<file path="src/hdl/pipeRegs.sv">
`timescale 1ns/1ps
`default_nettype none


module fReg (
    input  wire logic        clk,
    input  wire logic        reset,
    input  wire logic        stallF,
    input  wire logic [31:0] pcNext,
    output logic [31:0]      pc
);
    always_ff @(posedge clk, posedge reset) begin
        if (reset) begin
            pc <= '0;
        end else if (!stallF) begin
            pc <= pcNext;
        end
    end
endmodule





`default_nettype wire

</file>
<file path="config.mk">
export PLATFORM = sky130hd
export DESIGN_NAME = fReg
export DESIGN_NICKNAME = d
export VERILOG_FILES = /design/src/hdl/pipeRegs.sv
export SDC_FILE = /design/constraint.sdc
export NUM_CORES = 1
export LEC_CHECK = 0
export ABC_AREA = 1
export BUFFER_PORTS_ARGS = -buffer_cell sky130_fd_sc_hd__buf_2
export CAP_MARGIN = 20
export CORE_MARGIN = 2
export CORE_UTILIZATION = 32
export CTS_CLUSTER_DIAMETER = 150
export CTS_CLUSTER_SIZE = 20
export DETAILED_ROUTE_END_ITERATION = 12
export PLACE_DENSITY_LB_ADDON = 0.05
export SETUP_SLACK_MARGIN = 0.3
export SYNTH_ARGS = -nofsm -noshare
export SYNTH_HDL_FRONTEND = slang
export SYNTH_SLANG_ARGS = --single-unit
</file>
<file path="constraint.sdc">
create_clock -name clk -period 0.8 [get_ports clk]
set_clock_uncertainty 0.15 [all_clocks]
set_input_delay 0.04 -clock clk [delete_from_list [all_inputs] [get_ports clk]]
set_output_delay 0.04 -clock clk [all_outputs]
set_load 0.05 [all_outputs]
</file>
After elaboration in Yosys (flattened, before gate mapping)
Index checks and enable logic that the tools add are counted.
{"block": "totals", "register_bits": 32}

Longest topological paths before layout
{"block": "depth", "ltp_word": 0, "mapped_depth": 5, "depth_no_buf": 3}

Worst setup path before layout
Ideal clock, no wire load.
{"block": "synth_timing", "path_kind": "reg-to-reg", "startpoint": "register, netlist name pc[0]", "endpoint": "register pc[0]", "arrival_ns": 0.718, "required_ns": 0.532, "setup_slack_ns": -0.186, "stages_incl_launch_ff": 3, "synth_period_minus_slack_ns": 0.986, "cell_sequence": "dfrtp_1 nand2_1 nand2_1"}
{"item": "end signal: assignment", "line_no": "16", "rtl": "pc <= pcNext;"}
{"item": "end: declaration", "line_no": "10", "rtl": "output logic [31:0] pc"}

Final worst setup path
{"block": "layout_timing", "startpoint": "register pc[12]", "endpoint": "output pc[12]"}
No word-level cell between the ends.

==> impl_metrics.yaml <==
route:
  wl_per_cell_um: 10.9
  wl_um: 2820
  dr_total_vias: 1083
  drcViolationCount: 0
  drtIter0Drc: 42
  vias_per_cell: 4.18
  dr.pass1.iters: 3
  ant_nets: 0
global_routing:
  grt_pass1_vias: 1007
  grt_max_degree: 33
  grt_pass1_wl_um: 4490
  grt_use_total: 0.138
  antenna_found_initial: 0
  grt_overflow_total: 0
floorplan:
  core_area_sq_um: 3940
  dieHeight_um: 67.6
  die_w_um: 67.6
  start_util: 0.329
  pin_count: 67
  rows: 23
  die_area_sq_um: 4580
layout:
  final_common_cell: "nand2_1"
  layout_common_cells: "nand2_1, buf_2, buf_6, dfrtp_2, nand2_2"
  largest_reg_flops: 32
  antenna_cells: 0
  top_regs: "pc (32)"
  areaGrowthSynthToFinish_pct: 54.5
  drive_above_1_share: 0.627
  finalNonFillerCells: 259
  finish.net_count: 243
  largest-register: "pc"
critical_path:
  crit_path_start_kind: "flop"
  rrSetupSlack_ns: 0.01
  worst_path_max_delay_cell: "dfrtp_2"
  arrival_ns: 0.85
  crit_path_cell_trace: "buf_6"
  cp_top_family: "flip-flops"
  critPathKind: "reg -> out"
  max_stage_delay_ns: 0.42
  path_depth: 1
  endpoint_kind: "output port"
  ff2ff_path_depth: 2
  setup.worst_path.end: "pc[12]"
  path_buf_inv: 1
  cp-startpoint: "pc[12]$_DFFE_PP0N_"
  worstReg2RegEnd: "pc[4]$_DFFE_PP0N_"
  crit_fanout: 2
  critPathRequiredTime_ns: 0.61
  r2r_start: "pc[4]$_DFFE_PP0N_"
clock_network:
  clkLatencyLatePin_ns: 0.27
  cts_setup_buffers: 0
  root_buffer: "clkbuf_8"
  htree_levels: 2
  cts_num_sinks: 32
  clkTransAtPathRegs_ns: 0.06
  clock_path_buffers: 2
  cts_tree: "built"
  cts_made_buffers: 5
sta:
  setup_violations: 32
  min_period_ns: 1.04
  worst_slew_pin_slew_ns: 0.208
  finalWorstSetupSlack_ns: -0.240
  period_share: 1.30
  hold_viol_final: 64
  rsz0062_at_grt: "yes"
  slew-limit-headroom: 0.861
  slew_violations: 0
  fmax_mhz: 962
  timing.hold.ws_ns: -0.362
status:
  status: "finished, violations left"
  violations: "hold timing, setup timing"
pwr:
  peakVddDrop_mv: 0.967
  leakage_uw: 0.00105
  power.density_nw_per_um2: 2160
  total_power_uw: 4330
min_path:
  hold_path.class: "in -> async"
synthesis:
  syn_area_sq_um: 1300
  yosysSeqAreaShare: 0.618
  synth.avg_cell_area_sq_um: 9.46
  yosys_register_bits: 32
  yosysWarnings: 0
  synth_cell_types: 8
  synth_nets: 172
  syn_inst: 137
placement:
  hpwl_um: 1990
  portBuffers: 66
  pre_cts_slack_ns: 0.00801
  dp_cells: 251
  place_congestion: 0.675
flow_run:
  maxCapViolations: 0
==> worst min path at each step <==
stage | from | to | slack, ns
after detailed placement | reset | pc[26]$_DFFE_PP0N_ | -0.05
after CTS | reset | pc[8]$_DFFE_PP0N_ | -0.36
after floorplan | reset | pc[0]$_DFFE_PP0N_ | -0.18
after global placement | reset | pc[26]$_DFFE_PP0N_ | -0.07
after global routing | reset | pc[11]$_DFFE_PP0N_ | -0.36
final | reset | pc[26]$_DFFE_PP0N_ | -0.36
==> layer usage <==
metal	track usage	vias to the layer above	share of wire
met5	0	-	0
met4	0.0842	0	0.018
met3	0.0433	5	0.063
met2	0.235	41	0.52
met1	0.148	488	0.40
li1	-	549	-
==> power by group <==
group	total, uW	internal (uW)	leakage (uW)	switching [uW]
registers	1900	1790	0.000353	109
logic	1210	432	0.000648	774
clock network	1230	700	0.0000455	528
total	4330	2920	0.00105	1410
==> Yosys cell counts (all sizes together) <==
cell / number / area [sq um]
clkbuf: 3 / 41.3
nand2: 96 / 385
inv: 2 / 15.0
dfrtp: 32 / 801
buf: 4 / 53.8
==> cell families (layout without fill, tap and decap cells) <==
logic type             after synthesis  count (layout)  synth area share
flip-flops                          32              32             0.618
buffers and inverters                9              81            0.0849
AND/OR/NAND/NOR                     96              96             0.297
==> repair_timing <==
item | CTS | global route
endpoints found under the setup margin | 64 | 64
resized for setup | 64 | 10
pin swaps | 4 | 4
endpoints found under the hold margin | 64 | 64
==> area by class of cell <==
cell class / instances / area [sq um]
repair buffers: 71 / 581
well taps: 50 / 62.6
inverters: 2 / 18.8
flip-flops and latches: 32 / 841
multi-input cells: 96 / 410
clock buffers: 8 / 90.1
fillers: 370 / 1940
==> stage by stage <==
step           hold WS [ns]  area (sq um)  utilization  setup TNS (ns)
3_5_place_dp        -0.0548          1690        0.428               0
6_report             -0.362          2000        0.508           -7.30
3_3_place_gp        -0.0668          1690        0.428               0
5_1_grt              -0.358          2000        0.508           -8.49
4_1_cts              -0.360          1980        0.502           -7.69
2_1_floorplan        -0.182          1340            -           -2.83
==> worst register-to-register path: cells and delay by family, from the launching register on <==
| kind | cells | cell delay, ns |
|---|---|---|
| DFF | 1 | 0.42 |
| and+or+nand+nor | 2 | 0.11 |
Note: power is estimated with default switching activity, not from simulation.
