<file path="config.mk">
export PLATFORM = sky130hd
export DESIGN_NAME = fetchStage
export DESIGN_NICKNAME = d
export VERILOG_FILES = /design/src/hdl/mipsPkg.sv /design/src/hdl/fetchStage.sv
export VERILOG_INCLUDE_DIRS = /design/src /design/src/hdl
export SDC_FILE = /design/constraint.sdc
export NUM_CORES = 2
export LEC_CHECK = 0
export BUFFER_PORTS_ARGS = -buffer_cell sky130_fd_sc_hd__buf_2
export CAP_MARGIN = 30
export CORE_ASPECT_RATIO = 0.6
export CORE_UTILIZATION = 25
export DETAILED_ROUTE_END_ITERATION = 8
export GPL_ROUTABILITY_DRIVEN = 0
export GPL_TIMING_DRIVEN = 0
export PLACE_DENSITY = 0.36
export SLEW_MARGIN = 30
export SYNTH_ARGS = -nofsm -noshare
export SYNTH_HDL_FRONTEND = slang
export SYNTH_SLANG_ARGS = --single-unit
</file>
<file path="constraint.sdc">
create_clock -name clk -period 6.32 [get_ports clk]
set_input_delay 1.264 -clock clk [delete_from_list [all_inputs] [get_ports clk]]
set_output_delay 1.264 -clock clk [all_outputs]
set_load 0.02 [all_outputs]
</file>
<file path="src/hdl/mips_consts.svh">
`ifndef MIPS_CONSTS_SVH
`define MIPS_CONSTS_SVH

`define MIPS_XLEN 32
`define MIPS_NREGS 32
`define MIPS_REG_BITS 5
`define MIPS_IMEM_DEPTH 64
`define MIPS_IMEM_ABITS 6
`define MIPS_MUL_LATENCY 4

`endif

</file>
<file path="src/hdl/mipsPkg.sv">
`default_nettype none
`include "mips_consts.svh"

package mipsPkg;

    typedef enum logic [3:0] {
        OP_NOP   = 4'd0,
        OP_ADDU  = 4'd1,
        OP_SUBU  = 4'd2,
        OP_AND   = 4'd3,
        OP_OR    = 4'd4,
        OP_SLT   = 4'd5,
        OP_MUL   = 4'd6,
        OP_ADDIU = 4'd7,
        OP_ORI   = 4'd8,
        OP_LUI   = 4'd9,
        OP_BEQ   = 4'd10
    } opcode_t;

    typedef enum logic [1:0] {
        MUL_IDLE = 2'd0,
        MUL_BUSY = 2'd1,
        MUL_DONE = 2'd2
    } mulState_t;

    typedef struct packed {
        logic [`MIPS_XLEN-1:0] pc;
        logic [`MIPS_XLEN-1:0] instr;
        logic                  valid;
    } fetchData_t;

    typedef struct packed {
        logic [`MIPS_XLEN-1:0]     pc;
        opcode_t                   op;
        logic [`MIPS_REG_BITS-1:0] rs;
        logic [`MIPS_REG_BITS-1:0] rt;
        logic [`MIPS_REG_BITS-1:0] rd;    // destination, rt for immediates.
        logic [`MIPS_XLEN-1:0]     rsVal;
        logic [`MIPS_XLEN-1:0]     rtVal;
        logic [`MIPS_XLEN-1:0]     imm;   // already extended.
        logic                      valid;
    } decodeData_t;

    typedef struct packed {
        logic [`MIPS_XLEN-1:0]     pc;
        logic [`MIPS_XLEN-1:0]     result;
        logic [`MIPS_REG_BITS-1:0] rd;
        logic                      writes;
        logic                      valid;
    } execData_t;

    typedef execData_t memData_t;

endpackage

`default_nettype wire

</file>
<file path="src/hdl/fetchStage.sv">
`timescale 1ns/1ps
`default_nettype none
`include "mips_consts.svh"

module fetchStage import mipsPkg::*; (
    input  wire logic                        clk,
    input  wire logic                        run,
    input  wire logic [31:0]                 pc,
    input  wire logic                        branchTaken,
    input  wire logic [31:0]                 branchTarget,
    input  wire logic                        imemWrite,
    input  wire logic [`MIPS_IMEM_ABITS-1:0] imemAddr,
    input  wire logic [31:0]                 imemData,
    output logic [31:0]                      pcNext,
    output fetchData_t                       dataFNew
);
    logic [`MIPS_XLEN-1:0] imem [`MIPS_IMEM_DEPTH];

    always_ff @(posedge clk) begin
        if (imemWrite && !run) begin
            imem[imemAddr] <= imemData;    // loaded only while stopped.
        end
    end

    assign pcNext = branchTaken ? branchTarget : pc + 32'd4;

    assign dataFNew.pc = pc;
    assign dataFNew.instr = imem[pc[`MIPS_IMEM_ABITS+1:2]];
    assign dataFNew.valid = run;
endmodule

`default_nettype wire

</file>
After elaboration in Yosys (flattened, before gate mapping)
Memory sizes are Yosys's and may differ from the RTL's.
Cells that the tools add are included.

operators by class
  muxes and demuxes = 3
  reductions and logical operators = 2
  add/sub/neg operators = 1

operators with widths
  kind                                           count
  adder 32 x 3 -> 32 bit, second input constant  1
  2-to-1 mux 32 bit                              1
  2-to-1 mux 1 bit                               2
  logical AND 1 bit                              1
  logical NOT 1 bit                              1

storage, ports and cells
  memories kept = 1
  register bits after elaboration = 0
  word-level logic and storage cells = 7
  output and inout bits = 97
  memory bits (writable) = 2048
  input bits = 106

memory list
  memory  depth  bits a word  read ports  clocked after memory_dff  write ports  RTL line          source
  imem    64     32           1           0                         1            fetchStage.sv:17  logic [`MIPS_XLEN-1:0] imem [`MIPS_IMEM_DEPTH];

Depth between registers and ports, before layout
  depth after elaboration = 4
  mapped depth = 10
  depth with buffers taken out = 5

Least setup slack after synthesis
No wires, ideal clock.

  path type = input to output
  start point = in pc[3]
  end point = out dataFNew[14] in the netlist's numbering
  cell stages on the path = 8
  slack = 1880 ps
  buffers on the path = 4
  data arrival time = 3176 ps
  required time = 5056 ps
  cells stage by stage = buf_4 > buf_6 > buf_6 > nand3b_1 > buf_2 > o22ai_1 > or4_1 > a221oi_1

RTL lines
  item             RTL line          source
  start, declared  fetchStage.sv:8   input wire logic [31:0] pc,
  end, declared    fetchStage.sv:15  output fetchData_t dataFNew

==> metrics.csv <==
stage;metric;value;unit
timing;setup_viol;0;
route;drc_errors;0;
clocking;cts_max_level;4;
timing;hold_viol_final;0;
setup_path;crit_type;input port to output port;
timing;slew_headroom;32.6;%
clocking;clock-sinks;2048;
die;start_util;25.2;%
finish;fillers;30200;
setup_path;required;5.06;ns
timing;drv_slew;0;
job;max-cap-violations;0;
logic_synthesis;yosysWarnings;0;
setup_path;crit_arrival;4.97;ns
timing;rsz0062_at_grt;false;
setup_path;cp-end-kind;output port;
place;place_hpwl;188000;um
finish;largest_reg_flops;2048;
logic_synthesis;synth_edf_count;2048;
logic_synthesis;synth.distinct_cells;53;
finish;drive_gt1_share;34.7;%
finish;final_cell_mix;edfxtp_1 (2048), mux4_2 (498), buf_2 (235), clkbuf_16 (205), buf_16 (131);
setup_path;worst-path-max-fanout;10;
logic_synthesis;synth_seq_area_share;77.5;%
logic_synthesis;syn_nets;3601;
die;dieArea;0.320;mm2
grt;antenna_found_initial;25;
clocking;cts_setup_buffers;0;
die;io_pins;203;
clocking;root_buffer;clkbuf_16;
logic_synthesis;synth_area;0.0793;mm2
logic_synthesis;async_flop_share;0;%
grt;grt_usage;16.9;%
die;core_region_area;0.314;mm2
outcome;outcome;completed;
grt;grt_max_degree;65;
route;wire_per_inst;32.7;um
timing;tightest_slew;1.01;ns
finish;mostFrequentLayoutCell;edfxtp_1;
power;p_leak;29.9;nW
setup_path;critPathSlowestCell;a221oi_1;
clocking;clockBufferDepth;4;
finish;regMostFlops;imem;
clocking;cts_tree;yes;
timing;period_share;98.7;%
logic_synthesis;ys_ff_latch;2048;
power;p_per_area;298;mW/mm2
grt;grt_overflow;0;
power;fin_total_pwr;28.8;mW
route;routed-via-count;40300;
die;row_count;159;
route;ant_nets;0;
setup_path;cpMostUsedCell;buf_2;
route;first_pass_iters;7;
timing;max_freq;160;MHz
power;peakVddDrop;0.199;mV
route;drt_iter0_drc;4744;
route;routed_wl;274000;um
timing;min_period;6.24;ns
clocking;cts_hold_buf;0;
logic_synthesis;synth_ff_type;edfxtp_1;
clocking;clk_pin_slew;0.07;ns
finish;area_growth;21.9;%
setup_path;crit_chain;buf_2, buf_2, buf_2, nor2b_1, clkbuf_2, buf_2, a221oi_1, a221oi_1, buf_2;
die;die_w;729;um
min_path;hp-class;input port to flip-flop;
grt;grt_pass1_vias;39800;
route;avgViaCountPerCell;4.79;
finish;fin_util;30.8;%
die;die_y;438;um
finish;instances_no_fill;8403;
logic_synthesis;synthCells;3494;
setup_path;cp-start-kind;input port;
setup_path;critical_path.max_stage_delay;0.73;ns
finish;reg.largest.list;imem (2048);
place;portBuffers;198;
logic_synthesis;avgSynthCellArea;22.7;um2
finish;nNetsFinal;4165;
clocking;numCtsBuffers;200;
grt;grt_pass1_wl;369000;um
place;dp_cells;8040;
-- power by group --
| part | internal, mW | leakage [nW] | total, mW | switching (mW) |
|---|---|---|---|---|
| combinational | 0.594 | 8.45 | 1.79 | 1.20 |
| sequential | 15.0 | 18.4 | 15.0 | 0.0106 |
| clock | 6.68 | 3.03 | 12.0 | 5.30 |
| total | 22.3 | 29.9 | 28.8 | 6.51 |
-- cells in the mapped netlist (3+ instances only) --
cell type  number  area share [%]
nor3_1         16            0.10
nand3_1        20            0.13
a21oi_1        26            0.16
nand4_1         4           0.032
buf_6          35            0.50
mux2_2         40            0.57
xnor2_1        10            0.11
xor2_1          3           0.033
buf_2          65            0.41
mux2i_1       104             1.3
o31ai_1         4           0.038
clkbuf_1       51            0.24
nor3b_1         4           0.038
nand2_1        33            0.16
mux4_2        498              14
o22ai_1        83            0.65
and3_1          3           0.024
a221o_1         6           0.076
buf_1           8           0.038
or3_1           6           0.047
nor2b_1         7           0.055
o221ai_1       13            0.14
a31oi_1         8           0.063
and3b_1         3           0.033
a211o_1        13            0.14
o21ai_0        18            0.11
inv_1           5           0.024
or3b_2          6           0.066
or2_2          17            0.13
nand3b_1       10           0.095
a211oi_1       13            0.12
o211ai_1       13            0.12
nor2_1         86            0.41
or4_1          16            0.15
buf_4          65            0.62
o311a_1         4           0.050
nor4_1          5           0.039
a221oi_1       26            0.29
a22oi_1        79            0.75
edfxtp_1     2048              78
clkbuf_8        4           0.069
-- per-layer routing --
layer	part of all wire (%)	GRT usage (%)	vias to the layer above	wire, um
met1	53	28.4	22500	145000
li1	-	-	16200	-
met2	40	22.7	1319	109000
met3	5.8	2.74	262	15900
met5	0.0087	0	-	24
met4	1.4	2.45	4	3760
-- worst paths after layout --
| kind | start | to | slack [ns] | cells past startpoint |
|---|---|---|---|---|
| worst max-delay path | pc[4] | dataFNew[19] | 0.08 | 9 |
| worst min-delay path | imemData[9] | imem[58][9] | 0.80 | 1 |
-- final cells by class --
cell class,count,area (um2),share of cell area (%)
tap,4186,5240,5.42
multi-input combinational,1211,16900,17.4
inverter,5,18.8,0.0194
antenna,12,30.0,0.0311
clock inverter,99,946,0.978
buffer,229,1530,1.58
sequential,2048,61500,63.6
clock buffer,250,5300,5.48
timing repair buffer,363,5260,5.44
-- worst max-delay path, delay by kind of cell --
family / cells / cell delay [ns]
simple gates: 1 / 0.41
buf+inv: 6 / 2.36
compound gates: 2 / 0.91
-- metrics by stage --
stage / area [um2] / setup slack (ns) / hold slack [ns] / setup TNS, ns
2_1_floorplan: 79300 / 1.88 / 1.36 / 0
3_3_place_gp: 85600 / -1.67 / 2.08 / -1060.66
3_5_place_dp: 90300 / -0.380 / 1.68 / -2.07
4_1_cts: 96600 / 0.00259 / 0.735 / 0
5_1_grt: 96700 / 0.0187 / 0.764 / 0
6_report: 96700 / 0.0814 / 0.798 / 0
-- cells by family after synthesis --
kind of cell	count (synthesis)	share of synthesized area, %
simple gates	247	1.63
mux	642	16.0
flops	2048	77.5
fa+ha+maj	1	0.0158
buf+inv	235	1.91
xor+xnor	13	0.144
compound gates	308	2.75
-- what timing repair did --
item	in CTS	in global routing
endpoints found under the setup margin	13	7
cloned	0	0
resized for setup	10	5
No activity file was read; power rests on OpenSTA's default activity.
