===== src/hdl/mips_consts.svh =====
`ifndef MIPS_CONSTS_SVH
`define MIPS_CONSTS_SVH

`define MIPS_XLEN 32
`define MIPS_NREGS 32
`define MIPS_REG_BITS 5
`define MIPS_IMEM_DEPTH 64
`define MIPS_IMEM_ABITS 6
`define MIPS_MUL_LATENCY 4

`endif


===== src/hdl/mipsPkg.sv =====
`default_nettype none
`include "mips_consts.svh"

package mipsPkg;

    typedef enum logic [3:0] {
        OP_NOP   = 4'd0,
        OP_ADDU  = 4'd1,
        OP_SUBU  = 4'd2,
        OP_AND   = 4'd3,
        OP_OR    = 4'd4,
        OP_SLT   = 4'd5,
        OP_MUL   = 4'd6,
        OP_ADDIU = 4'd7,
        OP_ORI   = 4'd8,
        OP_LUI   = 4'd9,
        OP_BEQ   = 4'd10
    } opcode_t;

    typedef enum logic [1:0] {
        MUL_IDLE = 2'd0,
        MUL_BUSY = 2'd1,
        MUL_DONE = 2'd2
    } mulState_t;

    typedef struct packed {
        logic [`MIPS_XLEN-1:0] pc;
        logic [`MIPS_XLEN-1:0] instr;
        logic                  valid;
    } fetchData_t;

    typedef struct packed {
        logic [`MIPS_XLEN-1:0]     pc;
        opcode_t                   op;
        logic [`MIPS_REG_BITS-1:0] rs;
        logic [`MIPS_REG_BITS-1:0] rt;
        logic [`MIPS_REG_BITS-1:0] rd;    // destination, rt for immediates.
        logic [`MIPS_XLEN-1:0]     rsVal;
        logic [`MIPS_XLEN-1:0]     rtVal;
        logic [`MIPS_XLEN-1:0]     imm;   // already extended.
        logic                      valid;
    } decodeData_t;

    typedef struct packed {
        logic [`MIPS_XLEN-1:0]     pc;
        logic [`MIPS_XLEN-1:0]     result;
        logic [`MIPS_REG_BITS-1:0] rd;
        logic                      writes;
        logic                      valid;
    } execData_t;

    typedef execData_t memData_t;

endpackage

`default_nettype wire


===== src/hdl/execStage.sv =====
`timescale 1ns/1ps
`default_nettype none
`include "mips_consts.svh"

module execStage import mipsPkg::*; (
    input  wire decodeData_t               dataD,
    input  wire logic [1:0]                fwdA,
    input  wire logic [1:0]                fwdB,
    input  wire logic [`MIPS_XLEN-1:0]     memResult,
    input  wire logic [`MIPS_XLEN-1:0]     wbResult,
    output logic [`MIPS_XLEN-1:0]          execResult,
    output execData_t                      dataENew,
    output logic                           branchTaken,
    output logic [31:0]                    branchTarget,
    output logic [`MIPS_REG_BITS-1:0]      rs,
    output logic [`MIPS_REG_BITS-1:0]      rt,
    output logic                           isMul,
    output logic [`MIPS_XLEN-1:0]          opA,
    output logic [`MIPS_XLEN-1:0]          opB
);
    always_comb begin
        case (fwdA)
            2'b01: opA = memResult;
            2'b10: opA = wbResult;
            default: opA = dataD.rsVal;
        endcase
        case (fwdB)
            2'b01: opB = memResult;
            2'b10: opB = wbResult;
            default: opB = dataD.rtVal;
        endcase
    end

    always_comb begin
        case (dataD.op)
            OP_ADDU: execResult = opA + opB;
            OP_SUBU: execResult = opA - opB;
            OP_AND: execResult = opA & opB;
            OP_OR: execResult = opA | opB;
            OP_SLT: execResult = {31'h0, $signed(opA) < $signed(opB)};
            OP_MUL: execResult = opA * opB;    // low word only.
            OP_ADDIU: execResult = opA + dataD.imm;
            OP_ORI: execResult = opA | dataD.imm;
            OP_LUI: execResult = dataD.imm;
            default: execResult = '0;
        endcase
    end

    assign branchTaken = dataD.valid && dataD.op == OP_BEQ && opA == opB;
    assign branchTarget = dataD.pc + 32'd4 + {dataD.imm[29:0], 2'b00};
    assign rs = dataD.rs;
    assign rt = dataD.rt;
    assign isMul = dataD.op == OP_MUL;

    assign dataENew.pc = dataD.pc;
    assign dataENew.result = execResult;
    assign dataENew.rd = dataD.rd;
    assign dataENew.writes = dataD.valid && dataD.op != OP_BEQ && dataD.op != OP_NOP
                             && dataD.rd != '0;
    assign dataENew.valid = dataD.valid;
endmodule

`default_nettype wire


===== config.mk =====
export PLATFORM = sky130hd
export DESIGN_NAME = execStage
export DESIGN_NICKNAME = d
export VERILOG_FILES = /design/src/hdl/mipsPkg.sv /design/src/hdl/execStage.sv
export VERILOG_INCLUDE_DIRS = /design/src /design/src/hdl
export SDC_FILE = /design/constraint.sdc
export NUM_CORES = 2
export LEC_CHECK = 0
export BUFFER_PORTS_ARGS = -buffer_cell sky130_fd_sc_hd__buf_2
export CORE_MARGIN = 2
export CORE_UTILIZATION = 54
export DETAILED_ROUTE_END_ITERATION = 6
export PLACE_DENSITY_LB_ADDON = 0.2
export SYNTH_ARGS = -nofsm -noshare
export SYNTH_HDL_FRONTEND = slang
export SYNTH_SLANG_ARGS = --single-unit

===== constraint.sdc =====
create_clock -name vclk -period 10.92
set_clock_uncertainty 0.05 [all_clocks]
set_input_delay 1.092 -clock vclk [all_inputs]
set_output_delay 1.092 -clock vclk [all_outputs]
set_load 0.01 [all_outputs]

* After elaboration in Yosys (flattened, before gate mapping) *
Cells that the tools add are included.

word-level totals
  register bits after elaboration = 0
  output and inout port bits = 211
  logic and storage cells = 36
  input port bits = 216

cells by class
  $add $sub $neg = 5
  multipliers = 1
  eq/ne operators = 16
  reductions and logical operators = 7
  bitwise logic cells = 3
  $lt $le $gt $ge = 1
  mux-type cells = 3

operators by type and width
  cell                   count
  $pmux 32 s9            1
  $pmux 32 s2            2
  $add 32x32->32         3
  $or 32x32->32          2
  $add 32x3->32 const B  1
  $and 32x32->32         1
  $eq 32x32->1           1
  $lt 32x32->1           1
  $mul 32x32->32         1
  $sub 32x32->32         1
  $eq 4x3->1 const B     4
  $eq 4x4->1 const B     3
  $eq 4x2->1 const B     2
  $logic_and 1x1->1      5
  $reduce_bool 5->1      1
  $eq 2x1->1 const B     2
  $eq 2x2->1 const B     2
  $eq 4x1->1 const B     1
  $ne 4x4->1 const B     1
  $reduce_bool 4->1      1

* Logic depth before layout (Yosys ltp) *
  word-level depth = 4
  mapped depth = 37
  gate-level depth less buffers = 32

* Worst setup path after synthesis *
OpenSTA, ideal clock, no wires.

  path type = input to output
  from = input fwdB[0]
  to = output execResult[31]
  arrival time = 9.370 ns
  cell stages on the path = 36
  data required time = 9.778 ns
  setup slack = 0.408 ns
  buffers on the path = 6
  cells stage by stage = inv_1 > ha_1 > buf_4 > buf_6 > a22oi_1 > o21ai_1 > clkbuf_1 > inv_1 > clkbuf_1 > nor2_1 > fa_1 > inv_1 > fa_1 > fa_1 > fa_1 > inv_1 > fa_1 > inv_1 > fa_1 > inv_1 > fa_1 > fa_1 > ha_1 > clkbuf_1 > a21o_1 > a21o_1 > a21oi_1 > and3_1 > a221oi_1 > or4_1 > a31o_1 > a21o_1 > a21oi_1 > xnor2_1 > a221o_1 > buf_4

RTL lines
  item                line             RTL
  start: declaration  execStage.sv:8   input wire logic [1:0] fwdB,
  end: declaration    execStage.sv:11  output logic [`MIPS_XLEN-1:0] execResult,

==> flow_metrics.env <==
export IMPL_status="complete, no violations"
export IMPL_cp_top_family="adder cells"
export IMPL_worstHoldPathCells=0
export IMPL_syn_nets=3910
export IMPL_dieArea_um2=45860
export IMPL_floorplan_initialDensity_pct=54.29
export IMPL_antenna_left=0
export IMPL_first_global_vias=24920
export IMPL_place_congestion=1.122
export IMPL_end_kind="output port"
export IMPL_ff_latch_area_um2=0
export IMPL_area_delta_synth_final_pct=13.80
export IMPL_drive_gt1_share_pct=20.10
export IMPL_utilization_pct=61.78
export IMPL_vias=24370
export IMPL_synth_cell_area_um2=23850
export IMPL_drv_cap=0
export IMPL_hold_buffers=0
export IMPL_setup_viol=0
export IMPL_flops_and_latches=0
export IMPL_io_buffer_count=401
export IMPL_nClkBuffers=0
export IMPL_yosysTopAreaCell="fa_1"
export IMPL_rsz0062_at_grt="false"
export IMPL_startpoint="fwdA[1]"
export IMPL_slowest_delay_ns=0.57
export IMPL_crit_buf_inv=9
export IMPL_grt_total_usage_pct=45.47
export IMPL_routedWlPerCell_um=26.56
export IMPL_synth_cell_types=75
export IMPL_syn_area_per_cell_um2=7.940
export IMPL_grt_max_degree=65
export IMPL_dpl_cell_count=3979
export IMPL_max_freq_ghz=0.09291
export IMPL_start_kind="primary input"
export IMPL_ios=427
export IMPL_seq_area_frac_synth_pct=0
export IMPL_diodes=0
export IMPL_hold_path_class="in2out"
export IMPL_grt_overflow_total=0
export IMPL_required_ns=9.78
export IMPL_synth_top_cell_area_share_pct=34.50
export IMPL_grt_antenna_before_repair=0
export IMPL_arrival_ns=9.62
export IMPL_drv_slew=0
export IMPL_yosys_warnings=0
export IMPL_route_detailed_drc=0
export IMPL_crit_slowest_cell="fa_1"
export IMPL_hold_viol=0
export IMPL_timing_final_crit_share_pct=98.56
export IMPL_dieWidth_um=214.2
export IMPL_instances_no_fill=3980
export IMPL_relSlewSlack_pct=22.48
export IMPL_synth_cells=3004
export IMPL_drt_pass1_iter_count=6
export IMPL_setup_worst_path_class="in2out"
export IMPL_synth_most_common_cell="inv_1"
export IMPL_fin_setup_tns_ns=0
export IMPL_grt_pass1_wl_mm=155.7
export IMPL_crit_path_frequent_cell="fa_1"
export IMPL_core_rowCount=77
export IMPL_wl_mm=105.7
export IMPL_routed_via_density=6.123
export IMPL_synth_area_leaders="fa_1 (34%), ha_1 (15%), inv_1 (7.2%)"
export IMPL_whs_endpoint="rs[1]"
export IMPL_worstMarginPinSlew_ns=1.159
export IMPL_period_needed_ns=10.76
export IMPL_dr_first_iter_drc_count=2690
export IMPL_path_max_fanout=31
export IMPL_hpwl_mm=89.40
export IMPL_synth_common_cells="inv_1 (457), fa_1 (411), nor2_1 (389), nand2_1 (322), ha_1 (279)"
export IMPL_hold_start="dataD[108]"
export IMPL_die_y_um=214.2
export IMPL_layout_nets=4296
export IMPL_coreArea_um2=43930
layer usage:
layer / part of all wire, % / track usage, % / up-vias
met3: 11 / 10.85 / 390
met5: 0 / 0 / -
met2: 44 / 71.45 / 1654
met4: 8.6 / 30.69 / 0
met1: 36 / 55.67 / 11950
li1: - / - / 10370
cell type report:
cell class         count  area [µm²]
multi-input cells   2306       20960
well taps            592       740.7
inverters            490        1854
fillers             4082       16790
repair buffers       592        3586
kinds of logic (layout without fill, tap and decap cells):
family / after synthesis / after routing / synth area share (%)
muxes: 7 / 7 / 0.2938
adders and majority gates: 690 / 690 / 49.13
xor gates and xnor gates: 159 / 159 / 5.870
and+or+nand+nor: 861 / 861 / 15.05
AOI/OAI and AO/OA: 589 / 589 / 17.11
buffers and inverters: 698 / 1082 / 12.55
how the worst max path moves through the flow:
stage	endpoint	slack (ns)	cells after the start
2_1_floorplan	execResult[31]	0.41	36
3_3_place_gp	execResult[31]	0.19	31
3_5_place_dp	execResult[31]	0.02	29
4_1_cts	execResult[31]	0.05	28
5_1_grt	execResult[31]	0.003	29
6_report	dataENew[38]	0.16	33
metrics by stage:
| stage | hold WS, ns | instance area (µm²) | worst slack [ns] |
|---|---|---|---|
| finish | 2.134 | 27140 | 0.1572 |
| global route | 2.134 | 27140 | 0.003494 |
| detailed placement | 2.134 | 27040 | 0.01718 |
| CTS | 2.134 | 27040 | 0.04629 |
| global placement | 2.134 | 27040 | 0.1891 |
| floorplan | 2.226 | 23850 | 0.4083 |
repair_timing:
| item | in CTS | in global routing |
|---|---|---|
| resized for setup | 1 | 20 |
| setup buffers | 0 | 1 |
| cloned | 0 | 0 |
| endpoints found under the setup margin | 2 | 6 |
cells in the final DEF (no fill, tap or decap), types with 17 or more instances in the layout:
cell type	netlist	routed
a21o_1	42	42
a21oi_1	114	113
a221o_1	17	17
a222oi_1	20	20
a22oi_1	62	62
and2_1	18	18
buf_2	16	401
buf_4	92	178
fa_1	411	411
ha_1	279	276
inv_1	457	457
inv_2	17	17
nand2_1	322	322
nand2b_1	22	22
nand3_1	19	19
nor2_1	389	388
nor2b_1	18	18
nor3_1	20	18
o21a_1	40	33
o21ai_0	132	131
o21ai_2	28	26
o21bai_1	24	23
xnor2_1	126	126
xor2_1	32	32
Power is left out: the tool's default activity adds up to more than one toggle a clock period on the data nets, which glitch-free logic cannot reach.
