$ cat src/hdl/mips_consts.svh
`ifndef MIPS_CONSTS_SVH
`define MIPS_CONSTS_SVH

`define MIPS_XLEN 32
`define MIPS_NREGS 32
`define MIPS_REG_BITS 5
`define MIPS_IMEM_DEPTH 64
`define MIPS_IMEM_ABITS 6
`define MIPS_MUL_LATENCY 4

`endif

$ cat src/hdl/mipsPkg.sv
`default_nettype none
`include "mips_consts.svh"

package mipsPkg;

    typedef enum logic [3:0] {
        OP_NOP   = 4'd0,
        OP_ADDU  = 4'd1,
        OP_SUBU  = 4'd2,
        OP_AND   = 4'd3,
        OP_OR    = 4'd4,
        OP_SLT   = 4'd5,
        OP_MUL   = 4'd6,
        OP_ADDIU = 4'd7,
        OP_ORI   = 4'd8,
        OP_LUI   = 4'd9,
        OP_BEQ   = 4'd10
    } opcode_t;

    typedef enum logic [1:0] {
        MUL_IDLE = 2'd0,
        MUL_BUSY = 2'd1,
        MUL_DONE = 2'd2
    } mulState_t;

    typedef struct packed {
        logic [`MIPS_XLEN-1:0] pc;
        logic [`MIPS_XLEN-1:0] instr;
        logic                  valid;
    } fetchData_t;

    typedef struct packed {
        logic [`MIPS_XLEN-1:0]     pc;
        opcode_t                   op;
        logic [`MIPS_REG_BITS-1:0] rs;
        logic [`MIPS_REG_BITS-1:0] rt;
        logic [`MIPS_REG_BITS-1:0] rd;    // destination, rt for immediates.
        logic [`MIPS_XLEN-1:0]     rsVal;
        logic [`MIPS_XLEN-1:0]     rtVal;
        logic [`MIPS_XLEN-1:0]     imm;   // already extended.
        logic                      valid;
    } decodeData_t;

    typedef struct packed {
        logic [`MIPS_XLEN-1:0]     pc;
        logic [`MIPS_XLEN-1:0]     result;
        logic [`MIPS_REG_BITS-1:0] rd;
        logic                      writes;
        logic                      valid;
    } execData_t;

    typedef execData_t memData_t;

endpackage

`default_nettype wire

$ cat src/hdl/decodeStage.sv
`timescale 1ns/1ps
`default_nettype none
`include "mips_consts.svh"

module decodeStage import mipsPkg::*; (
    input  wire logic                      clk,
    input  wire logic                      reset,
    input  wire fetchData_t                dataF,
    input  wire logic                      wbWrite,
    input  wire logic [`MIPS_REG_BITS-1:0] wbReg,
    input  wire logic [`MIPS_XLEN-1:0]     wbValue,
    output decodeData_t                    dataDNew
);
    logic [`MIPS_XLEN-1:0]     regs [`MIPS_NREGS];
    logic [5:0]                opField;
    logic [5:0]                funct;
    logic [15:0]               imm16;
    logic [`MIPS_REG_BITS-1:0] rs;
    logic [`MIPS_REG_BITS-1:0] rt;
    opcode_t                   op;

    assign opField = dataF.instr[31:26];
    assign funct = dataF.instr[5:0];
    assign imm16 = dataF.instr[15:0];
    assign rs = dataF.instr[25:21];
    assign rt = dataF.instr[20:16];

    always_comb begin
        op = OP_NOP;
        case (opField)
            6'h00: begin
                case (funct)
                    6'h21: op = OP_ADDU;
                    6'h23: op = OP_SUBU;
                    6'h24: op = OP_AND;
                    6'h25: op = OP_OR;
                    6'h2a: op = OP_SLT;
                    default: op = OP_NOP;
                endcase
            end
            6'h1c: op = (funct == 6'h02) ? OP_MUL : OP_NOP;    // special2.
            6'h09: op = OP_ADDIU;
            6'h0d: op = OP_ORI;
            6'h0f: op = OP_LUI;
            6'h04: op = OP_BEQ;
            default: op = OP_NOP;
        endcase
    end

    always_ff @(posedge clk, posedge reset) begin
        if (reset) begin
            for (int i = 0; i < `MIPS_NREGS; i++) begin
                regs[i] <= '0;
            end
        end else if (wbWrite && wbReg != '0) begin
            regs[wbReg] <= wbValue;
        end
    end

    function automatic logic [`MIPS_XLEN-1:0] readReg(input logic [`MIPS_REG_BITS-1:0] r);
        if (r == '0) begin
            return '0;
        end
        if (wbWrite && wbReg == r) begin
            return wbValue;    // write-through.
        end
        return regs[r];
    endfunction

    always_comb begin
        dataDNew.pc = dataF.pc;
        dataDNew.op = op;
        dataDNew.rs = rs;
        dataDNew.rt = rt;
        dataDNew.rd = (opField == 6'h00 || opField == 6'h1c) ? dataF.instr[15:11] : rt;
        dataDNew.rsVal = readReg(rs);
        dataDNew.rtVal = readReg(rt);
        case (op)
            OP_ORI: dataDNew.imm = {16'h0, imm16};
            OP_LUI: dataDNew.imm = {imm16, 16'h0};
            default: dataDNew.imm = {{16{imm16[15]}}, imm16};
        endcase
        dataDNew.valid = dataF.valid;
    end

    zeroNeverWritten: assert property (@(posedge clk) disable iff (reset)
        wbWrite |-> wbReg != '0);
endmodule

`default_nettype wire

$ cat config.mk
export PLATFORM = sky130hd
export DESIGN_NAME = decodeStage
export DESIGN_NICKNAME = d
export VERILOG_FILES = /design/src/hdl/mipsPkg.sv /design/src/hdl/decodeStage.sv
export VERILOG_INCLUDE_DIRS = /design/src /design/src/hdl
export SDC_FILE = /design/constraint.sdc
export NUM_CORES = 2
export LEC_CHECK = 0
export BUFFER_PORTS_ARGS = -buffer_cell sky130_fd_sc_hd__buf_4
export CAP_MARGIN = 20
export CORE_ASPECT_RATIO = 1.4
export CORE_MARGIN = 3
export CORE_UTILIZATION = 40
export DETAILED_ROUTE_END_ITERATION = 12
export SYNTH_ARGS = -nofsm -noshare
export SYNTH_HDL_FRONTEND = slang
export SYNTH_SLANG_ARGS = --single-unit
$ cat constraint.sdc
create_clock -name clk -period 44.2 [get_ports clk]
set_clock_uncertainty 0.2 [all_clocks]
set_input_delay 2.21 -clock clk [delete_from_list [all_inputs] [get_ports clk]]
set_output_delay 2.21 -clock clk [all_outputs]
set_load 0.05 [all_outputs]
== Word-level counts from Yosys, hierarchy flattened ==
Index checks and enable logic that the tools add are counted.
Word-level totals
  register bits after elaboration: 1024
  bits of input ports: 105
  output and inout port bits: 148
  word-level logic and storage cells: 91
Operators by class
  $lt $le $gt $ge: 4
  equality and inequality tests: 15
  multiplexer cells: 28
  bitwise gates (word level): 3
  reduce and logical (&&, ||, !) cells: 9
Operators with widths (count)
  bitwise mux 1024 bit: 1
  2-to-1 mux 32 bit: 13
  binary-select mux 32 bit (select 5 bit): 2
  demux 32 bit (select 5 bit): 1
  one-hot mux 32 bit (2 select lines): 1
  == test 6 bit (second input constant): 5
  one-hot mux 4 bit (6 select lines): 1
  == test 6 x 4 -> 1 bit (second input constant): 3
  >= comparator 6 bit (second input constant): 3
  inverter 5 -> 6 bit: 3
  one-hot mux 3 bit (5 select lines): 1
  == test 5 bit: 2
  zero test 5 bit: 2
  == test 4 bit (second input constant): 2
  == test 6 x 2 -> 1 bit (second input constant): 1
  == test 6 x 3 -> 1 bit (second input constant): 1
  == test 6 x 5 -> 1 bit (second input constant): 1
  zero test 6 bit: 1
  less-than comparator 6 x 1 -> 1 bit (second input constant): 1
  2-to-1 mux 1 bit: 6
  2-to-1 mux 5 bit: 1
  nonzero test 5 bit: 1
  logical AND 1 bit: 4
  2-to-1 mux 3 bit: 1
  logical OR 1 bit: 1

== Depth between registers and ports, before layout ==
  word-level depth: 6
  depth in mapped cells: 10
  depth with buffers taken out: 5

== Worst setup path before layout ==
OpenSTA, ideal clock, no wires.
  path type: in2out
  from: input port wbReg[3]
  to: output port dataDNew[65] (netlist bit)
  data arrival time: 4.601 ns
  data required time: 41.790 ns
  path slack: 37.189 ns
  stages on the path: 7
  cells stage by stage: clkbuf_1 -> xnor2_1 -> nand4_1 -> nor2_1 -> clkbuf_1 -> nor2_1 -> nor3_1
RTL lines
  start, declared: RTL line decodeStage.sv:10  | input wire logic [`MIPS_REG_BITS-1:0] wbReg,
  end, declared: RTL line decodeStage.sv:12  | output decodeData_t dataDNew

==> results.json <==
{
  "core_um2": 137000,
  "setup_tns_ns": 0,
  "synth-async-reset-ratio_pct": 100,
  "vias": 35900,
  "power.leakage_uw": 0.0264,
  "synth_ff_type": "dfrtp_1",
  "start_util_pct": 40.5,
  "io_pins": 253,
  "cts_tree": "yes",
  "netSwitchingFraction_pct": 28.4,
  "cts_setup_buffers": 0,
  "seqPwrFrac_pct": 44.4,
  "yosysSeqAreaShare_pct": 46.3,
  "top_regs": "regs x1024",
  "maxSlewViolCount": 0,
  "die_x_um": 320,
  "clkLatencyLatePin_ns": 0.70,
  "clkPwrFrac_pct": 33.5,
  "rsz0062_at_grt": "no",
  "synthTopCellsByCount": "dfrtp_1 (1024), mux2_2 (987), mux4_2 (482)",
  "syn_avg_cell_area_um2": 14.8,
  "antenna_found_initial": 8,
  "clock_path_buffers": 3,
  "synth_nets": 3839,
  "cp-start-kind": "primary input",
  "grt_pass1_vias": 36700,
  "ir_worst_vdd_mv": 0.0271,
  "fin_crit_sh_pct": 19.3,
  "ys_warn_count": 0,
  "synth_area_leader_cell": "dfrtp_1",
  "cts_sinks": 1024,
  "wl_met1_um": 73300,
  "clk_pin_slew_ns": 0.06,
  "critical_path.slowest_cell": "nor2b_4",
  "multi_input_area_um2": 27700,
  "wl_um": 188000,
  "pwr_density_cell_nw_per_um2": 45.6,
  "synthMostInstantiatedCell": "dfrtp_1",
  "fmax_mhz": 117,
  "die_height_um": 446,
  "syn_inst": 3734,
  "finalWorstSetupSlack_ns": 35.69,
  "crit_top_cell": "buf_4",
  "grt_max_degree": 177,
  "dp_slack_ns": 35.66,
  "end_kind": "primary output",
  "nFillCells": 12100,
  "status": "finished, final reports clean",
  "grt_pass1_wl_um": 271000,
  "drt_pass1_iterations": 5,
  "largest_reg_flops": 1024,
  "yosys.area.top_type_share_pct": 46.3,
  "viasPerCell": 6.51,
  "post-dp-hpwl_um": 108000,
  "layout.nets": 3739,
  "ys_top_cells_by_area": "dfrtp_1 (46%), mux2_2 (20%), mux4_2 (20%)",
  "wl_per_cell_um": 34.1,
  "setup_violations": 0,
  "drive_gt1_share_pct": 52.8,
  "cts_hold_buf": 0,
  "cts_resized": 0,
  "pwr-share-comb_pct": 22.0,
  "place_congestion": 0.811,
  "cp_data_arrival_time_ns": 6.10,
  "slew_headroom_pct": 19.7,
  "dieArea_um2": 143000,
  "finalHoldViolations": 0,
  "ant_nets": 0,
  "hp-class": "flop to flop",
  "route.detailed.drc": 0,
  "required_ns": 41.79,
  "worst-path-max-fanout": 22,
  "topRoutingLayerUsed": "met5",
  "drtIter0Drc": 3111,
  "period_minus_slack_ns": 8.51,
  "crit_chain": "buf_4, nor2b_4, buf_4, nand2b_1, buf_4, o22ai_1, a211oi_1, a22o_1, buf_4",
  "dr_wl_met3_um": 13400,
  "synth.distinct_cells": 55,
  "grt-ovfl-total": 0,
  "wl_met2_um": 91500,
  "ys_seq_elements": 1024,
  "top_register": "regs",
  "netSwitchingPower_uw": 795,
  "worst_pin_slew_ns": 1.20,
  "cts_htree_levels": 3,
  "area_delta_synth_final_pct": 10.8,
  "grt_use_total_pct": 26.3,
  "regArea_um2": 25600,
  "synth_area_um2": 55400,
  "synth_enable_flop_cells": 0,
  "numCtsBuffers": 100,
  "io_buffers": 186,
  "crit_type": "primary input to primary output",
  "maxCapViolCount": 0,
  "internal_power_uw": 2000,
  "slowest_delay_ns": 0.94,
  "clockRootBuffer": "clkbuf_16",
  "row_count": 160
}
kinds of logic (layout without fill, tap and decap cells):
group | after synthesis | after routing | synth area share (%)
XOR/XNOR | 10 | 10 | 0.158
other | 0 | 7 | 0
buffers and inverters | 475 | 459 | 4.16
AND/OR/NAND/NOR | 261 | 261 | 2.33
flip-flops | 1024 | 1024 | 46.3
AO/OA/AOI/OAI | 379 | 379 | 4.88
multiplexers | 1585 | 1585 | 42.2
area by class of cell:
class | instances | area share [%]
Clock buffer | 144 | 4.79
Antenna cell | 7 | 0.0286
Sequential cell | 1024 | 41.8
Clock inverter | 42 | 0.987
Timing Repair Buffer | 269 | 3.54
Tap cell | 1782 | 3.63
Multi-Input combinational cell | 2235 | 45.2
Inverter | 4 | 0.0591
power by group through the flow:
stage / registers [µW] / logic (µW) / clock network (µW)
after global placement: 1250 / 608 / 0
after floorplan: 1220 / 495 / 0
after CTS: 1240 / 619 / 953
after detailed placement: 1260 / 618 / 0
final: 1240 / 616 / 938
after global routing: 1260 / 655 / 989
routing by layer:
metal	vias up	GRT usage [%]
li1	14300	-
met2	1505	43.0
met1	19700	33.5
met4	2	12.8
met3	421	5.24
met5	-	0
worst paths after layout:
path,slack (ns),startpoint,cells past startpoint,end
setup / recovery,35.69,dataF[19],9,dataDNew[38]
hold / removal,0.20,regs[996]$_DFFE_PP0P_,0,regs[996]$_DFFE_PP0P_
setup reg to reg,43.19,regs[742]$_DFFE_PP0P_,1,regs[742]$_DFFE_PP0P_
hold reg to reg,0.20,regs[996]$_DFFE_PP0P_,0,regs[996]$_DFFE_PP0P_
max in group asynchronous,39.21,reset,5,regs[936]$_DFFE_PP0P_
min in group asynchronous,1.50,reset,2,regs[858]$_DFFE_PP0P_
metrics by stage:
step,utilization (%),cells,hold slack [ns],total power [µW],area [µm²]
2_1_floorplan,-,3734,0.238,1710,55400
3_3_place_gp,42.2,5311,0.176,1850,57700
3_5_place_dp,42.2,5312,0.182,1870,57800
4_1_cts,44.8,5498,0.198,2810,61300
5_1_grt,44.9,5506,0.206,2910,61300
6_report,44.9,5507,0.198,2800,61300
critical path, delay by kind of cell:
family          cells  cell delay, ns
buf+inv             4            1.63
simple gates        2            1.52
compound gates      3            0.67
cells in the final DEF, fill, tap and decap left out, types with 9 or more instances in the layout:
master	Yosys	final
bufinv_16	0	14
a211oi_1	18	18
mux2_1	10	10
nand2_2	0	9
buf_4	60	254
a211o_1	16	16
a22oi_1	106	106
nor2_1	68	48
clkinv_2	0	17
a22o_1	33	33
a21oi_1	47	47
mux2i_1	93	93
nand3_1	50	50
mux4_2	482	482
clkbuf_8	1	23
a311oi_1	16	16
nand2_1	43	28
clkbuf_16	0	102
xnor2_1	10	10
o21ai_1	15	14
mux2_2	987	987
nor3_1	22	21
o22ai_1	56	56
o21ai_0	20	20
clkbuf_1	251	19
a21o_1	16	16
dfrtp_1	1024	1024
nor2b_1	35	29
nor2_4	0	17
a221oi_1	25	25
mux4_1	13	13
Note: power is estimated with default switching activity, not from simulation.
