==> src/hdl/mips_consts.svh <==
`ifndef MIPS_CONSTS_SVH
`define MIPS_CONSTS_SVH

`define MIPS_XLEN 32
`define MIPS_NREGS 32
`define MIPS_REG_BITS 5
`define MIPS_IMEM_DEPTH 64
`define MIPS_IMEM_ABITS 6
`define MIPS_MUL_LATENCY 4

`endif

==> src/hdl/hazardUnit.sv <==
`timescale 1ns/1ps
`default_nettype none
`include "mips_consts.svh"

module hazardUnit (
    input  wire logic                      clk,
    input  wire logic                      reset,
    input  wire logic                      run,
    input  wire logic                      mulHold,
    input  wire logic                      branchTaken,
    input  wire logic [`MIPS_REG_BITS-1:0] rsE,
    input  wire logic [`MIPS_REG_BITS-1:0] rtE,
    input  wire logic [`MIPS_REG_BITS-1:0] rdM,
    input  wire logic                      writesM,
    input  wire logic [`MIPS_REG_BITS-1:0] rdW,
    input  wire logic                      writesW,
    output logic [1:0]                     fwdA,
    output logic [1:0]                     fwdB,
    output logic                           stallF,
    output logic                           stallD,
    output logic                           stallE,
    output logic                           stallM,
    output logic                           flushD,
    output logic                           flushE,
    output logic                           flushM,
    output logic                           flushW
);
    function automatic logic [1:0] fwdSel(input logic [`MIPS_REG_BITS-1:0] src);
        if (src == '0) begin
            return 2'b00;
        end
        if (writesM && rdM == src) begin
            return 2'b01;    // newest wins.
        end
        if (writesW && rdW == src) begin
            return 2'b10;
        end
        return 2'b00;
    endfunction

    assign fwdA = fwdSel(rsE);
    assign fwdB = fwdSel(rtE);

    // a branch resolving as run drops still redirects the pc.
    assign stallF = mulHold || (!run && !branchTaken);
    assign stallD = mulHold;
    assign stallE = mulHold;
    assign stallM = 1'b0;
    assign flushD = branchTaken || !run;
    assign flushE = branchTaken;
    assign flushM = mulHold;
    assign flushW = 1'b0;

    noBranchInHold: assert property (@(posedge clk) disable iff (reset)
        !(branchTaken && mulHold));
endmodule

`default_nettype wire

==> config.mk <==
export PLATFORM = sky130hd
export DESIGN_NAME = hazardUnit
export DESIGN_NICKNAME = d
export VERILOG_FILES = /design/src/hdl/hazardUnit.sv
export VERILOG_INCLUDE_DIRS = /design/src /design/src/hdl
export SDC_FILE = /design/constraint.sdc
export NUM_CORES = 1
export LEC_CHECK = 0
export BUFFER_PORTS_ARGS = -buffer_cell sky130_fd_sc_hd__buf_2
export CORE_AREA = 5 5 42 44
export DETAILED_ROUTE_END_ITERATION = 16
export DIE_AREA = 0 0 47 49
export GPL_ROUTABILITY_DRIVEN = 0
export SLEW_MARGIN = 20
export SYNTH_ARGS = -nofsm -noshare
export SYNTH_HDL_FRONTEND = slang
export SYNTH_SLANG_ARGS = --single-unit
==> constraint.sdc <==
create_clock -name vclk -period 2.2
set_input_delay 0.44 -clock vclk [all_inputs]
set_output_delay 0.44 -clock vclk [all_outputs]
set_load 0.01 [all_outputs]
---- Word level (Yosys, flattened, before mapping) ----
Cells that the tools add are included.
storage, ports and cells
  register bits after elaboration ......... 0
  output and inout bits ................... 12
  word-level logic and storage cells ...... 39
cells by class
  eq/ne operators ......................... 4
  multiplexer cells ....................... 24
  reduce and logical (&&, ||, !) cells .... 11
operators with widths
  kind                 count
  2-to-1 mux 2 bit     12
  equality test 5 bit  4
  2-to-1 mux 1 bit     12
  zero test 5 bit      2
  logical AND 1 bit    5
  zero test 1 bit      2
  logical OR 1 bit     2

---- Logic depth before layout (Yosys ltp) ----
Gate-level depths: netlist of the first run.
  depth in word-level cells ............... 9
  gate-level depth with buffers ........... 4

---- Worst setup path after synthesis of the first run ----
Ideal clock, no wire load.
  path type ............................... input -> output
  start point ............................. input rsE[1]
  end point ............................... output fwdA[1]
  slack ................................... 0.608 ns
  cell stages on the path ................. 3
  arrival ................................. 1.152 ns
  path buffers ............................ 0
  path through ............................ or4_1 > nor2_1 > nor4b_1
on the way
  cells in the longest elaborated chain, start to end .. 8
  elaborated cells between the ends (all ways) .. 16
  those cells by class .................... eq/ne (2); mux (11); reduce/logical (3)
ends and longest elaborated chain
  item                            line              RTL
  start, declared                 hazardUnit.sv:11  input wire logic [`MIPS_REG_BITS-1:0] rsE,
  equality test 5 bit             hazardUnit.sv:35  if (writesW && rdW == src) begin
  logical AND 1 bit               hazardUnit.sv:35
  2-to-1 mux 1 bit (2 in series)  hazardUnit.sv:35
  2-to-1 mux 1 bit                hazardUnit.sv:32  if (writesM && rdM == src) begin
  2-to-1 mux 2 bit                hazardUnit.sv:38  return 2'b00;
  2-to-1 mux 2 bit                hazardUnit.sv:35
  2-to-1 mux 2 bit (*)            hazardUnit.sv:32
  end, declared                   hazardUnit.sv:17  output logic [1:0] fwdA,
Mark *: on every way between the ends. The rest lies on a longest branch, timed or not. The select of a mux whose other input is x is not followed.

---- Worst setup path in the final report of the first run ----
  start point ............................. input rdM[2]
  end point ............................... output fwdA[1]
on the way
  cells in the longest elaborated chain, start to end .. 7
  elaborated cells between the ends (all ways) .. 9
  those cells by class .................... eq/ne (1); mux (7); reduce/logical (1)
ends and longest elaborated chain
  item                     line              RTL
  start, declared          hazardUnit.sv:13  input wire logic [`MIPS_REG_BITS-1:0] rdM,
  equality test 5 bit (*)  hazardUnit.sv:32
  logical AND 1 bit (*)    hazardUnit.sv:32
  2-to-1 mux 2 bit         hazardUnit.sv:32
  2-to-1 mux 2 bit         hazardUnit.sv:35
  2-to-1 mux 2 bit         hazardUnit.sv:38
  2-to-1 mux 2 bit (*)     hazardUnit.sv:35
  2-to-1 mux 2 bit (*)     hazardUnit.sv:32
Marked as above.

==> results.sh, run 1 <==
export IMPL_worstPathRequired_ns=1.76
export IMPL_period_needed_ns=1.90
export IMPL_syn_avg_cell_area_um2=7.28
export IMPL_dpl_cell_area_um2=482
export IMPL_drt_first_pass_iters=2
export IMPL_vdd_drop_max_uv=56.5
export IMPL_ys_top_cells_by_count="xnor2_1, xor2_1, buf_4"
export IMPL_fillCellCount=176
export IMPL_ff_latch_area_um2=0
export IMPL_vias=387
export IMPL_worstPathArrival_ns=1.46
export IMPL_overflow=0
export IMPL_postCtsHoldBufs=0
export IMPL_synthXorXnorAreaFrac=0.534
export IMPL_yosysMostFrequentCell="xnor2_1"
export IMPL_ios=39
export IMPL_tns_ns=0
export IMPL_synthAdderAreaFrac=0
export IMPL_max_freq_mhz=526
export IMPL_dieArea_um2=2300
export IMPL_ant_nets=0
export IMPL_design_seq_count=0
export IMPL_slew_violations=0
export IMPL_synth_top_family_by_area="XOR/XNOR gates"
export IMPL_track_usage=0.0814
export IMPL_grt_antenna_before_repair=0
export IMPL_syn_area_um2=328
export IMPL_min_to="flushE"
export IMPL_crit_path_start_kind="input port"
export IMPL_wirelength_um=958
export IMPL_timing_hold_ws_ns=1.09
export IMPL_synth_area_leader_cell="xnor2_1"
export IMPL_grt_max_degree=5
export IMPL_nNetsFinal=104
export IMPL_finalHoldViolCount=0
export IMPL_power_frac_seq=0
export IMPL_netlist_area_leader_share=0.321
export IMPL_post_cts_buffers=0
export IMPL_fp_dieH_um=49
export IMPL_criticalPathCategory="in2out"
export IMPL_power_w=0.0000877
export IMPL_ys_warn_count=0
export IMPL_endpoint_kind="primary output"
export IMPL_die_w_um=47
export IMPL_grt_pass1_vias=383
export IMPL_drc=0
export IMPL_pwr_share_comb=1.000
export IMPL_start_util=0.234
export IMPL_postSynthCellCount=45
export IMPL_synth_compound_area_share=0.0229
export IMPL_rsz0062_at_grt="false"
export IMPL_synth_cell_types=13
export IMPL_hp_class="in2out"
export IMPL_grt_pass1_wl_um=1510
export IMPL_drive_gt1_frac=0.467
export IMPL_crit_path_max_fanout=2
export IMPL_status="finished clean"
export IMPL_max_cap_violations=0
export IMPL_routedWlPerCell_um=10.5
export IMPL_port_buffers=35
export IMPL_min_delay_start="branchTaken"
export IMPL_synth_simple_gate_area_frac=0.294
export IMPL_vias_per_cell=4.25
export IMPL_coreArea_um2=1400
export IMPL_p_sw_frac=0.482
export IMPL_fin_crit_sh=0.865
export IMPL_n_antenna_cell=0
export IMPL_cts_resized=0
export IMPL_finalSetupViolations=0
export IMPL_internal_power_w=0.0000454
export IMPL_synth_area_mux_share=0
export IMPL_row_count=14
export IMPL_n_clock_buffer=0
export IMPL_design_area_um2=482
export IMPL_clock_power_share=0
export IMPL_p_per_area_nw_per_um2=182
export IMPL_drtIter0Drc=1
export IMPL_area_growth_pct=46.9
export IMPL_yosysSeqAreaShare=0
export IMPL_power_switching_w=0.0000423
export IMPL_leakagePower_nw=0.234
export IMPL_hold_depth=2
export IMPL_synth_area_leaders="xnor2_1, xor2_1, buf_4"
==> power groups by stage <==
stage / clock network [W] / logic, W / registers, W
after floorplan: 0 / 0.0000493 / 0
after global placement: 0 / 0.0000874 / 0
after detailed placement: 0 / 0.0000882 / 0
after CTS: 0 / 0.0000885 / 0
after global routing: 0 / 0.0000966 / 0
final: 0 / 0.0000877 / 0
==> worst max-delay path by stage <==
stage / from / endpoint / slack [ns] / cells past startpoint
after floorplan: rsE[1] / fwdA[1] / 0.61 / 3
after global placement: rdM[2] / fwdA[1] / 0.30 / 6
after detailed placement: rdM[2] / fwdA[1] / 0.31 / 6
after CTS: rdM[2] / fwdA[1] / 0.30 / 6
after global routing: rdM[2] / fwdA[1] / 0.22 / 6
final: rdM[2] / fwdA[1] / 0.30 / 6
==> layer usage <==
metal / wire length [um] / global-route usage / vias to the layer above
met2: 525 / 0.156 / 13
met4: 0 / 0.00922 / 0
met3: 88 / 0.0148 / 0
met1: 344 / 0.0891 / 169
li1: - / - / 205
met5: 0 / 0 / -
==> cells by family (layout without fill, tap and decap cells) <==
family                 count (synthesis)  after routing
other                                  1              2
AO/OA/AOI/OAI                          1              1
buffers and inverters                  6             35
AND/OR/NAND/NOR                       17             17
XOR/XNOR                              20             20
==> metrics by stage <==
step,instances,setup slack (ns),util
after floorplan,46,0.608,-
after global placement,91,0.304,0.344
after detailed placement,91,0.305,0.344
after CTS,91,0.303,0.344
after global routing,91,0.219,0.344
final,91,0.297,0.344
==> cell usage in the layout (no fill, tap or decap), types with 4 or more instances in the layout <==
cell type  Yosys  final
xnor2_1       12     12
nor2_1         4      4
buf_2          0     35
xor2_1         8      8
==> worst max-delay path, cell delays in order <==
cell     delay [ns]
buf_2          0.12
xor2_1         0.15
nor4_1         0.32
nand3_1        0.13
nor4b_1        0.16
buf_2          0.14
==> area by class of cell <==
type | count | area, um2 | area share
timing repair buffer | 35 | 175 | 0.364
tap | 16 | 20.0 | 0.0416
multi-input combinational | 40 | 287 | 0.595
Power figures use the tool's default switching activity.
==> run 2, diff against run 1 <==
- BUFFER_PORTS_ARGS: -buffer_cell sky130_fd_sc_hd__buf_2 -> -buffer_cell sky130_fd_sc_hd__buf_4
==> run 2 against run 1 <==
  * Via count is 2.3% higher
  * Worst setup slack worse by 0.029 ns
  * First-iteration DRC count is 100% lower
  * Final cell count stayed put
==> results.sh, run 2 (synthesized netlist as in run 1, its figures left out) <==
export IMPL_status="finished clean"
export IMPL_criticalPathCategory="in2out"
export IMPL_rsz0062_at_grt="false"
export IMPL_design_area_um2=569
export IMPL_clock_power_share=0
export IMPL_endpoint_kind="primary output"
export IMPL_vdd_drop_max_uv=67.9
export IMPL_worst_slack_ns=0.268
export IMPL_max_freq_mhz=518
export IMPL_wirelength_um=997
export IMPL_max_cap_violations=0
export IMPL_grt_pass1_wl_um=1570
export IMPL_internal_power_w=0.0000620
export IMPL_area_growth_pct=73.7
export IMPL_period_needed_ns=1.93
export IMPL_crit_path_start_kind="input port"
export IMPL_p_per_area_nw_per_um2=184
export IMPL_crit_buf_inv=2
export IMPL_layout_common_cells="buf_4, xnor2_1, xor2_1"
export IMPL_power_switching_w=0.0000426
export IMPL_start_util=0.234
export IMPL_vias_per_cell=4.35
export IMPL_cp_top_family="simple AND/OR/NAND/NOR gates"
export IMPL_path_cells="buf_4, xor2_1, nor4_1, nand3_1, nor4b_1, buf_4"
export IMPL_dpl_hpwl_um=966
export IMPL_vias=396
export IMPL_finalHoldViolCount=0
export IMPL_worstPathArrival_ns=1.49
export IMPL_slowest_stage="nor4_1"
export IMPL_fin_crit_sh=0.878
export IMPL_overflow=0
export IMPL_critPathMostFrequentCell="buf_4"
export IMPL_power_frac_seq=0
export IMPL_coreArea_um2=1400
export IMPL_fp_dieH_um=49
export IMPL_postCtsHoldBufs=0
export IMPL_post_cts_buffers=0
export IMPL_drc=0
export IMPL_leakagePower_nw=0.261
export IMPL_grt_antenna_before_repair=0
export IMPL_design_seq_count=0
export IMPL_track_usage=0.0842
export IMPL_finalSetupViolations=0
export IMPL_grt_pass1_vias=402
export IMPL_drt_first_pass_iters=1
export IMPL_grt_max_degree=5
export IMPL_fillCellCount=166
export IMPL_drtIter0Drc=0
export IMPL_p_sw_frac=0.407
export IMPL_cts_resized=0
export IMPL_drive_gt1_frac=0.467
export IMPL_crit_path_max_fanout=2
export IMPL_worstPathRequired_ns=1.76
export IMPL_die_w_um=47
export IMPL_dieArea_um2=2300
export IMPL_port_buffers=35
export IMPL_post_place_ws_ns=0.278
export IMPL_pwr_share_comb=1.000
export IMPL_slew_violations=0
export IMPL_cpPeakStageDelay_ns=0.34
export IMPL_tns_ns=0
export IMPL_n_antenna_cell=0
export IMPL_n_clock_buffer=0
export IMPL_ios=39
export IMPL_hp_class="in2out"
export IMPL_dpl_cell_area_um2=569
export IMPL_ff_latch_area_um2=0
export IMPL_routedWlPerCell_um=11.0
export IMPL_ant_nets=0
export IMPL_row_count=14
export IMPL_nNetsFinal=104
export IMPL_final_common_cell="buf_4"
==> run 2: power groups by stage <==
| stage | combinational (W) | sequential [W] | clock, W |
|---|---|---|---|
| 3_3_place_gp | 0.000105 | 0 | 0 |
| 4_1_cts | 0.000106 | 0 | 0 |
| 6_report | 0.000105 | 0 | 0 |
| 5_1_grt | 0.000114 | 0 | 0 |
| 2_1_floorplan | 0.0000493 | 0 | 0 |
| 3_5_place_dp | 0.000105 | 0 | 0 |
==> run 2: path summary, 6_finish.rpt <==
kind              slack, ns   startpoint  endpoint  depth (start not counted)
setup / recovery       0.27       rdM[2]   fwdA[1]                          6
hold / removal         1.08  branchTaken    flushE                          2
==> run 2: per-layer routing <==
metal  GRT usage  vias to the layer above  wire [um]
met3      0.0111                        0         84
met4           0                        0          0
li1            -                      206          -
met2       0.170                       13        565
met5           0                        -          0
met1      0.0913                      177        347
==> run 2: cell type report <==
cell class | instances | area (um2) | share of cell area
multi-input combinational | 40 | 287 | 0.503
tap | 16 | 20.0 | 0.0352
timing repair buffer | 35 | 263 | 0.462
==> run 2: through the flow <==
step | instances | hold WS (ns) | utilization | power [W]
2_1_floorplan | 46 | 0.954 | - | 0.0000493
3_3_place_gp | 91 | 1.07 | 0.406 | 0.000105
3_5_place_dp | 91 | 1.08 | 0.406 | 0.000105
4_1_cts | 91 | 1.08 | 0.406 | 0.000106
5_1_grt | 91 | 1.09 | 0.406 | 0.000114
6_report | 91 | 1.08 | 0.406 | 0.000105
